$ cat config.mk
export PLATFORM = sky130hd
export DESIGN_NAME = engine_read_write_generator
export DESIGN_NICKNAME = d
export VERILOG_FILES = /design/src/common/rw_ctrl_pkg.sv /design/src/common/rw_mem_pkg.sv /design/src/generator/engine_read_write_generator.sv /design/src/generator/memory_response_path.sv /design/src/generator/rw_address_kernel.sv /design/src/generator/rw_control_fsm.sv /design/src/logic/sync_fifo.sv
export VERILOG_INCLUDE_DIRS = /design/src /design/src/common
export SDC_FILE = /design/constraint.sdc
export NUM_CORES = 2
export LEC_CHECK = 0
export ABC_AREA = 1
export BUFFER_PORTS_ARGS = -buffer_cell sky130_fd_sc_hd__buf_2
export CAP_MARGIN = 10
export CORE_MARGIN = 5
export CORE_UTILIZATION = 35
export CTS_CLUSTER_SIZE = 8
export DETAILED_ROUTE_END_ITERATION = 10
export GPL_ROUTABILITY_DRIVEN = 0
export PLACE_DENSITY_LB_ADDON = 0.08
export SYNTH_ARGS = -nofsm -noshare
export SYNTH_HDL_FRONTEND = slang
export SYNTH_HIERARCHICAL = 1
export SYNTH_SLANG_ARGS = --single-unit
$ cat constraint.sdc
create_clock -name ap_clk -period 8.6 [get_ports ap_clk]
set_input_delay 0.43 -clock ap_clk [delete_from_list [all_inputs] [get_ports ap_clk]]
set_output_delay 0.43 -clock ap_clk [all_outputs]
set_load 0.03 [all_outputs]
$ cat src/common/rw_defs.svh
`ifndef RW_DEFS_SVH
`define RW_DEFS_SVH

// --------------------
// Datapath widths
// --------------------

// Memory address and data word
`define RW_ADDR_W 32
`define RW_DATA_W 32

// Engine item index
`define RW_INDEX_W 16

// Item and outstanding-read counters
`define RW_COUNT_W 16

// --------------------
// FIFO sizing
// --------------------

// Entries per FIFO as a power of two
`define RW_FIFO_DEPTH 16

// Occupancy at which prog_full rises
`define RW_PROG_THRESH 8

`endif

$ cat src/common/rw_ctrl_pkg.sv
`default_nettype none

`include "rw_defs.svh"

package rw_ctrl_pkg;

    // --------------------
    // Run configuration
    // --------------------

    // 86 bits in total
    typedef struct packed {
        logic [`RW_ADDR_W-1:0]  base_address;
        logic [4:0]             index_shift;
        logic [`RW_COUNT_W-1:0] item_count;
        logic                   mode_write;
        logic [`RW_DATA_W-1:0]  write_mask;
    } rw_config_t;

    // --------------------
    // Generator FSM
    // --------------------
    typedef enum logic [2:0] {
        GEN_RESET,
        GEN_IDLE,
        GEN_SETUP_REQUEST,
        GEN_SETUP_WAIT,
        GEN_BUSY,
        GEN_DRAIN,
        GEN_DONE
    } gen_state_t;

endpackage

`default_nettype wire

$ cat src/common/rw_mem_pkg.sv
`default_nettype none

`include "rw_defs.svh"

package rw_mem_pkg;

    // --------------------
    // Memory command
    // --------------------
    typedef enum logic {
        MEM_READ  = 1'b0,
        MEM_WRITE = 1'b1
    } mem_cmd_t;

    // --------------------
    // Engine side item
    // --------------------

    // One 48-bit unit of work from the engine
    typedef struct packed {
        logic [`RW_INDEX_W-1:0] index;
        logic [`RW_DATA_W-1:0]  value;
    } engine_item_t;

    // --------------------
    // Memory side request
    // --------------------

    // Address, data and command in 65 bits
    typedef struct packed {
        logic [`RW_ADDR_W-1:0] address;
        logic [`RW_DATA_W-1:0] data;
        mem_cmd_t              cmd;
    } mem_request_t;

endpackage

`default_nettype wire

$ cat src/generator/engine_read_write_generator.sv
`default_nettype none

`include "rw_defs.svh"

module engine_read_write_generator
    import rw_mem_pkg::*;
    import rw_ctrl_pkg::*;
(
    input  wire logic                   ap_clk,
    input  wire logic                   areset,
    input  wire logic                   start,
    input  wire logic                   config_valid,
    input  wire rw_config_t             config_data,
    input  wire logic                   engine_valid,
    input  wire logic [`RW_INDEX_W-1:0] engine_index,
    input  wire logic [`RW_DATA_W-1:0]  engine_value,
    input  wire logic                   mem_ready,
    input  wire logic                   mem_resp_valid,
    input  wire logic [`RW_DATA_W-1:0]  mem_resp_data,
    output logic                        config_request,
    output logic                        engine_full,
    output logic                        mem_req_valid,
    output logic [`RW_ADDR_W-1:0]       mem_req_address,
    output logic [`RW_DATA_W-1:0]       mem_req_data,
    output logic                        mem_req_write,
    output logic                        engine_resp_valid,
    output logic [`RW_DATA_W-1:0]       engine_resp_data,
    output logic                        done
);

    logic areset_generator;

    engine_item_t engine_item;
    engine_item_t in_pop_data;
    logic         in_pop;
    logic         in_pop_valid;
    logic         in_empty;

    mem_request_t kernel_request;
    logic         kernel_request_valid;
    logic         kernel_busy;
    logic         kernel_enable;

    mem_request_t req_pop_data;
    logic         req_pop;
    logic         req_pop_valid;
    logic         req_empty;
    logic         req_prog_full;

    rw_config_t active_config;
    logic       pipeline_idle;
    logic       outstanding_zero;

    // --------------------
    // Reset register
    // --------------------
    always_ff @(posedge ap_clk) begin
        areset_generator <= areset;
    end

    // --------------------
    // Input side
    // --------------------
    assign engine_item.index = engine_index;
    assign engine_item.value = engine_value;

    // Kernel pulls only while the run wants items and requests have room
    assign in_pop = kernel_enable & ~in_empty & ~req_prog_full;

    sync_fifo #(
        .payload_t(engine_item_t)
    ) u_input_fifo (
        .ap_clk          (ap_clk),
        .areset_generator(areset_generator),
        .push            (engine_valid),
        .push_data       (engine_item),
        .pop             (in_pop),
        .pop_data        (in_pop_data),
        .pop_valid       (in_pop_valid),
        .empty           (in_empty),
        .prog_full       (engine_full)
    );

    rw_address_kernel u_rw_address_kernel (
        .ap_clk          (ap_clk),
        .areset_generator(areset_generator),
        .item_valid      (in_pop_valid),
        .item            (in_pop_data),
        .active_config   (active_config),
        .request_valid   (kernel_request_valid),
        .request         (kernel_request),
        .busy            (kernel_busy)
    );

    // --------------------
    // Memory request side
    // --------------------
    assign req_pop = mem_ready & ~req_empty;

    sync_fifo #(
        .payload_t(mem_request_t)
    ) u_request_fifo (
        .ap_clk          (ap_clk),
        .areset_generator(areset_generator),
        .push            (kernel_request_valid),
        .push_data       (kernel_request),
        .pop             (req_pop),
        .pop_data        (req_pop_data),
        .pop_valid       (req_pop_valid),
        .empty           (req_empty),
        .prog_full       (req_prog_full)
    );

    always_ff @(posedge ap_clk) begin
        if (areset_generator) begin
            mem_req_valid <= 1'b0;
        end else begin
            mem_req_valid <= req_pop_valid;
        end
    end

    always_ff @(posedge ap_clk) begin
        mem_req_address <= req_pop_data.address;
        mem_req_data    <= req_pop_data.data;
        mem_req_write   <= (req_pop_data.cmd == MEM_WRITE);
    end

    memory_response_path u_memory_response_path (
        .ap_clk           (ap_clk),
        .areset_generator (areset_generator),
        .mem_resp_valid   (mem_resp_valid),
        .mem_resp_data    (mem_resp_data),
        .read_issued      (mem_req_valid & ~mem_req_write),
        .engine_resp_valid(engine_resp_valid),
        .engine_resp_data (engine_resp_data),
        .outstanding_zero (outstanding_zero)
    );

    // --------------------
    // Run control
    // --------------------

    // FIFO read registers count as in flight too
    assign pipeline_idle = in_empty & ~in_pop_valid & req_empty & ~req_pop_valid
                         & ~kernel_busy & ~mem_req_valid;

    rw_control_fsm u_rw_control_fsm (
        .ap_clk          (ap_clk),
        .areset_generator(areset_generator),
        .start           (start),
        .config_valid    (config_valid),
        .config_data     (config_data),
        .item_popped     (in_pop),
        .pipeline_idle   (pipeline_idle),
        .outstanding_zero(outstanding_zero),
        .config_request  (config_request),
        .kernel_enable   (kernel_enable),
        .active_config   (active_config),
        .done            (done)
    );

endmodule

`default_nettype wire

$ cat src/generator/memory_response_path.sv
`default_nettype none

`include "rw_defs.svh"

module memory_response_path (
    input  wire logic                  ap_clk,
    input  wire logic                  areset_generator,
    input  wire logic                  mem_resp_valid,
    input  wire logic [`RW_DATA_W-1:0] mem_resp_data,
    input  wire logic                  read_issued,
    output logic                       engine_resp_valid,
    output logic [`RW_DATA_W-1:0]      engine_resp_data,
    output logic                       outstanding_zero
);

    logic                   s1_valid;
    logic [`RW_DATA_W-1:0]  s1_data;
    logic [`RW_COUNT_W-1:0] outstanding;

    assign outstanding_zero = (outstanding == '0);

    // --------------------
    // Response forwarding
    // --------------------
    always_ff @(posedge ap_clk) begin
        if (areset_generator) begin
            s1_valid          <= 1'b0;
            engine_resp_valid <= 1'b0;
        end else begin
            s1_valid          <= mem_resp_valid;
            engine_resp_valid <= s1_valid;
        end
    end

    always_ff @(posedge ap_clk) begin
        s1_data          <= mem_resp_data;
        engine_resp_data <= s1_data;
    end

    // Reads in memory are counted at issue and at delivery
    always_ff @(posedge ap_clk) begin
        if (areset_generator) begin
            outstanding <= '0;
        end else if (read_issued && !engine_resp_valid) begin
            outstanding <= outstanding + 1'b1;
        end else if (engine_resp_valid && !read_issued) begin
            outstanding <= outstanding - 1'b1;
        end
    end

    // A response with nothing outstanding means memory answered twice
    assert property (@(posedge ap_clk) disable iff (areset_generator)
        !(engine_resp_valid && !read_issued && outstanding_zero));

endmodule

`default_nettype wire

$ cat src/generator/rw_address_kernel.sv
`default_nettype none

`include "rw_defs.svh"

module rw_address_kernel
    import rw_mem_pkg::*;
    import rw_ctrl_pkg::*;
(
    input  wire logic         ap_clk,
    input  wire logic         areset_generator,
    input  wire logic         item_valid,
    input  wire engine_item_t item,
    input  wire rw_config_t   active_config,
    output logic              request_valid,
    output mem_request_t      request,
    output logic              busy
);

    logic                  s1_valid;
    logic [`RW_ADDR_W-1:0] s1_offset;
    logic [`RW_DATA_W-1:0] s1_data;
    logic [`RW_ADDR_W-1:0] index_wide;

    assign index_wide = {{(`RW_ADDR_W - `RW_INDEX_W){1'b0}}, item.index};

    assign busy = s1_valid | request_valid;

    // --------------------
    // Valid pipe
    // --------------------
    always_ff @(posedge ap_clk) begin
        if (areset_generator) begin
            s1_valid      <= 1'b0;
            request_valid <= 1'b0;
        end else begin
            s1_valid      <= item_valid;
            request_valid <= s1_valid;
        end
    end

    // Stage one shifts the index and masks the value
    always_ff @(posedge ap_clk) begin
        s1_offset <= index_wide << active_config.index_shift;
        s1_data   <= item.value ^ active_config.write_mask;
    end

    // Stage two adds the base and picks the command
    always_ff @(posedge ap_clk) begin
        request.address <= active_config.base_address + s1_offset;
        request.data    <= s1_data;
        request.cmd     <= active_config.mode_write ? MEM_WRITE : MEM_READ;
    end

endmodule

`default_nettype wire

$ cat src/generator/rw_control_fsm.sv
`default_nettype none

`include "rw_defs.svh"

module rw_control_fsm
    import rw_ctrl_pkg::*;
(
    input  wire logic       ap_clk,
    input  wire logic       areset_generator,
    input  wire logic       start,
    input  wire logic       config_valid,
    input  wire rw_config_t config_data,
    input  wire logic       item_popped,
    input  wire logic       pipeline_idle,
    input  wire logic       outstanding_zero,
    output logic            config_request,
    output logic            kernel_enable,
    output rw_config_t      active_config,
    output logic            done
);

    gen_state_t current_state;
    gen_state_t next_state;

    logic [`RW_COUNT_W-1:0] items_popped;
    logic                   all_popped;
    logic                   config_accept;

    // Config is taken only once the request pulse is over
    assign config_accept = (current_state == GEN_SETUP_WAIT) & config_valid & ~config_request;
    assign all_popped    = (items_popped == active_config.item_count);

    assign kernel_enable = (current_state == GEN_BUSY) & ~all_popped;
    assign done          = (current_state == GEN_DONE);

    // --------------------
    // State register
    // --------------------
    always_ff @(posedge ap_clk) begin
        if (areset_generator) begin
            current_state <= GEN_RESET;
        end else begin
            current_state <= next_state;
        end
    end

    always_comb begin
        next_state = current_state;
        case (current_state)
            GEN_RESET: begin
                next_state = GEN_IDLE;
            end
            GEN_IDLE, GEN_DONE: begin
                if (start) begin
                    next_state = GEN_SETUP_REQUEST;
                end
            end
            GEN_SETUP_REQUEST: begin
                next_state = GEN_SETUP_WAIT;
            end
            GEN_SETUP_WAIT: begin
                if (config_accept) begin
                    next_state = GEN_BUSY;
                end
            end
            GEN_BUSY: begin
                if (all_popped) begin
                    next_state = GEN_DRAIN;
                end
            end
            GEN_DRAIN: begin
                if (pipeline_idle && outstanding_zero) begin
                    next_state = GEN_DONE;
                end
            end
            default: begin
                next_state = GEN_RESET;
            end
        endcase
    end

    // --------------------
    // Request pulse and item count
    // --------------------
    always_ff @(posedge ap_clk) begin
        if (areset_generator) begin
            config_request <= 1'b0;
            items_popped   <= '0;
        end else begin
            config_request <= (current_state == GEN_SETUP_REQUEST);
            if (config_accept) begin
                items_popped <= '0;
            end else if (item_popped) begin
                items_popped <= items_popped + 1'b1;
            end
        end
    end

    always_ff @(posedge ap_clk) begin
        if (config_accept) begin
            active_config <= config_data;
        end
    end

    // No read may still be in memory once done is up
    assert property (@(posedge ap_clk) disable iff (areset_generator) done |-> outstanding_zero);

endmodule

`default_nettype wire

$ cat src/logic/sync_fifo.sv
`default_nettype none

`include "rw_defs.svh"

module sync_fifo #(
    parameter type payload_t = logic [7:0]
) (
    input  wire logic     ap_clk,
    input  wire logic     areset_generator,
    input  wire logic     push,
    input  wire payload_t push_data,
    input  wire logic     pop,
    output payload_t      pop_data,
    output logic          pop_valid,
    output logic          empty,
    output logic          prog_full
);

    localparam int PTR_W = $clog2(`RW_FIFO_DEPTH);
    localparam int CNT_W = $clog2(`RW_FIFO_DEPTH + 1);

    payload_t mem [`RW_FIFO_DEPTH];

    logic [PTR_W-1:0] wr_ptr;
    logic [PTR_W-1:0] rd_ptr;
    logic [CNT_W-1:0] count;
    logic             full;
    logic             do_push;
    logic             do_pop;

    assign full      = (count == CNT_W'(`RW_FIFO_DEPTH));
    assign empty     = (count == '0);
    assign prog_full = (count >= CNT_W'(`RW_PROG_THRESH));

    assign do_push = push & ~full;
    assign do_pop  = pop & ~empty;

    // --------------------
    // Pointers and occupancy
    // --------------------
    always_ff @(posedge ap_clk) begin
        if (areset_generator) begin
            wr_ptr    <= '0;
            rd_ptr    <= '0;
            count     <= '0;
            pop_valid <= 1'b0;
        end else begin
            pop_valid <= do_pop;
            if (do_push) begin
                wr_ptr <= wr_ptr + 1'b1;
            end
            if (do_pop) begin
                rd_ptr <= rd_ptr + 1'b1;
            end
            if (do_push && !do_pop) begin
                count <= count + 1'b1;
            end else if (do_pop && !do_push) begin
                count <= count - 1'b1;
            end
        end
    end

    // Storage and registered read port
    always_ff @(posedge ap_clk) begin
        if (do_push) begin
            mem[wr_ptr] <= push_data;
        end
        if (do_pop) begin
            pop_data <= mem[rd_ptr];
        end
    end

    // Producers must respect full and consumers must respect empty
    assert property (@(posedge ap_clk) disable iff (areset_generator) !(push && full));
    assert property (@(posedge ap_clk) disable iff (areset_generator) !(pop && empty));

endmodule

`default_nettype wire

==> impl_metrics.json <==
{
  "synthCells": 9334,
  "dpl.cell_count": 13000,
  "first_iter_violations": 4200,
  "fp.dieArea_sq_um": 289000,
  "crit_path_max_incr_delay_ns": 0.79,
  "synth-main-ff-cell": "edfxtp_1",
  "io_buffers": 274,
  "worstPathArrival_ns": 4.59,
  "first_pass_iters": 5,
  "path_clk_slew_ns": 0.05,
  "clockBufferDepth": 4,
  "grt_pass1_vias": 62100,
  "cp-start-kind": "register",
  "peakVddDrop_uv": 146,
  "grt_max_degree": 317,
  "drc_errors": 0,
  "fp.dieH_microns": 537,
  "routed_wl_microns": 282000,
  "final_cells": 13800,
  "preCtsSetupSlack_ns": 4.67,
  "power.leakage_nw": 48.0,
  "rsz0062_at_grt": "no",
  "dr_total_vias": 63700,
  "syn_area_sq_um": 97300,
  "coreArea_sq_um": 277000,
  "worstMarginPinSlew_ns": 1.47,
  "cts_setup_buffers": 0,
  "cp_top_family": "buffers and inverters",
  "grt_pass1_wl_microns": 418000,
  "max_freq_ghz": 0.251,
  "synth_nets": 9577,
  "initial_core_util": 0.352,
  "synthArstFlopShare": 0,
  "cts_root_buf": "clkbuf_16",
  "wl_per_cell_microns": 20.5,
  "worstSkewPairLatency_ns": 0.92,
  "worstPathMaxFanout": 81,
  "required_ns": 9.22,
  "synth-seq-area-share": 0.687,
  "tns_ns": 0,
  "worstPathCellList": "buf_4 -> buf_4 -> buf_4 -> nand2_1 -> nand3_1 -> nand3_1 -> nand3_1 -> nand2_1",
  "ant_nets": 0,
  "track_usage": 0.192,
  "viasPerCell": 4.62,
  "nets": 10100,
  "io_pins": 275,
  "ys_types": 46,
  "hold_viol": 0,
  "critical_path_buf_inv_count": 3,
  "status": "completed",
  "maxSlewViolCount": 0,
  "path_class": "reg2reg",
  "period_share": 0.462,
  "hold_class": "in2reg",
  "ys_seq_elements": 2335,
  "antenna_found_initial": 30,
  "cts_made_buffers": 332,
  "relSlewSlack": 0.0187,
  "synth_edf_count": 2007,
  "cap_violations": 0,
  "finalSetupViolCount": 0,
  "die_w_microns": 537,
  "overflow": 0,
  "placementRows": 193,
  "syn_area_per_cell_sq_um": 10.4,
  "power_density_nw_per_um2": 249,
  "syn_to_final_growth_pct": 16.5,
  "htree_num_levels": 5,
  "cts_tree": "yes",
  "cp_slowest_cell": "buf_4",
  "drive_above_1_share": 0.0835,
  "dpl.hpwl_microns": 150000,
  "cts_sinks": 2335,
  "setup.worst_path.end_class": "register",
  "finClkSkew_ns": 0.0653,
  "fin_crit_ns": 3.98,
  "fin_ws_ns": 4.62,
  "yosysWarnings": 6,
  "whs_ns": 0.166
}
==> path summary, 6_finish.rpt <==
check | start | end | slack [ns] | cells after the start
setup / recovery | u_request_fifo/rd_ptr[0] | u_request_fifo/pop_data[29] | 4.62 | 8
hold / removal | areset | areset_generator | 0.17 | 2
setup reg to reg | u_request_fifo/rd_ptr[0] | u_request_fifo/pop_data[29] | 4.62 | 8
hold reg to reg | u_memory_response_path/s1_data[2] | u_memory_response_path/engine_resp_data[2] | 0.32 | 0
==> power by group <==
part / switching (mW) / internal [mW]
combinational: 1.78 / 0.744
clock: 4.88 / 7.32
sequential: 0.487 / 13.0
==> sequential cells by signal, indices dropped and copies added, names as in the netlist, 3 cells and up <==
signal and count:
u_rw_address_kernel/s1_data 32, u_request_fifo/mem 1040, u_input_fifo/mem 768, u_rw_control_fsm/active_config 86
u_request_fifo/count 5, u_request_fifo/rd_ptr 4, u_rw_control_fsm/current_state 3, u_memory_response_path/outstanding 16
mem_req_data 32, u_request_fifo/pop_data 65, u_rw_address_kernel/s1_offset 32, u_input_fifo/pop_data 48
u_input_fifo/count 5, u_input_fifo/rd_ptr 4, u_rw_control_fsm/items_popped 16, u_memory_response_path/engine_resp_data 32
mem_req_address 32, u_request_fifo/wr_ptr 4, u_input_fifo/wr_ptr 4, u_memory_response_path/s1_data 32
u_rw_address_kernel/request 65
==> cells by family (layout without fill, tap and decap cells) <==
family	Yosys count	in the layout	synth area share
and+or+nand+nor	4700	4700	0.203
DFF	2335	2335	0.687
buffers and inverters	2052	2773	0.0894
AOI/OAI and AO/OA	119	119	0.00658
adders and majority gates	70	70	0.00931
xor gates and xnor gates	58	58	0.00522
other	0	14	0
==> cell usage in the layout (no fill, tap or decap), types with 10 or more instances in the layout <==
| master | n |
|---|---|
| a21oi_1 | 70 |
| buf_2 | 274 |
| buf_4 | 92 |
| clkbuf_1 | 210 |
| clkbuf_16 | 339 |
| dfxtp_1 | 319 |
| diode_2 | 14 |
| dlygate4sd3_1 | 172 |
| edfxtp_1 | 2007 |
| ha_1 | 66 |
| inv_1 | 1640 |
| nand2_1 | 2952 |
| nand2_2 | 10 |
| nand3_1 | 1484 |
| nand4_1 | 11 |
| nor2_1 | 156 |
| nor2_4 | 35 |
| nor3_1 | 13 |
| o21ai_0 | 28 |
| xor2_1 | 52 |
==> metrics by stage <==
stage / utilization / area [sq um] / power, mW
2_1_floorplan: - / 97300 / 15.2
3_3_place_gp: 0.369 / 102000 / 16.2
3_5_place_dp: 0.369 / 102000 / 16.2
4_1_cts: 0.410 / 113000 / 28.7
5_1_grt: 0.410 / 113000 / 29.5
6_report: 0.410 / 113000 / 28.2
==> final cells by class <==
class | count | area [sq um]
timing repair buffer | 542 | 3860
tap | 3705 | 4640
clock inverter | 23 | 372
fill | 26900 | 163000
inverter | 1658 | 6290
antenna | 14 | 35.0
multi-input combinational | 4947 | 22000
clock buffer | 550 | 9290
sequential | 2335 | 66900
==> per-layer routing <==
metal,GRT usage,vias to the layer above,share of wire
li1,-,31100,-
met1,0.258,30800,0.45
met2,0.327,1302,0.49
met3,0.0241,473,0.040
met4,0.0551,20,0.027
met5,0,-,0.00041
==> synthesized netlist by cell type (10+ instances only) <==
master / count / share of area
buf_1: 36 / 0.0014
ha_1: 66 / 0.0085
edfxtp_1: 2007 / 0.62
o21ai_0: 28 / 0.0014
nor3_1: 13 / 0.00067
inv_2: 11 / 0.00042
buf_6: 73 / 0.0084
nand2_2: 10 / 0.00064
dfxtp_1: 328 / 0.067
xor2_1: 52 / 0.0047
nand4_1: 11 / 0.00071
inv_1: 1644 / 0.063
clkbuf_1: 44 / 0.0017
nand2_1: 2952 / 0.11
buf_2: 187 / 0.0096
buf_4: 53 / 0.0041
nor2_1: 188 / 0.0072
nand3_1: 1484 / 0.076
a21oi_1: 70 / 0.0036
==> timing repair <==
item / 4_1_cts / 5_1_grt
endpoints found under the setup margin: 0 / 0
hold endpoints to repair: 896 / 0
hold buffers: 172 / 0
gates resized for setup: 0 / 0
(Power assumes the default switching activity.)
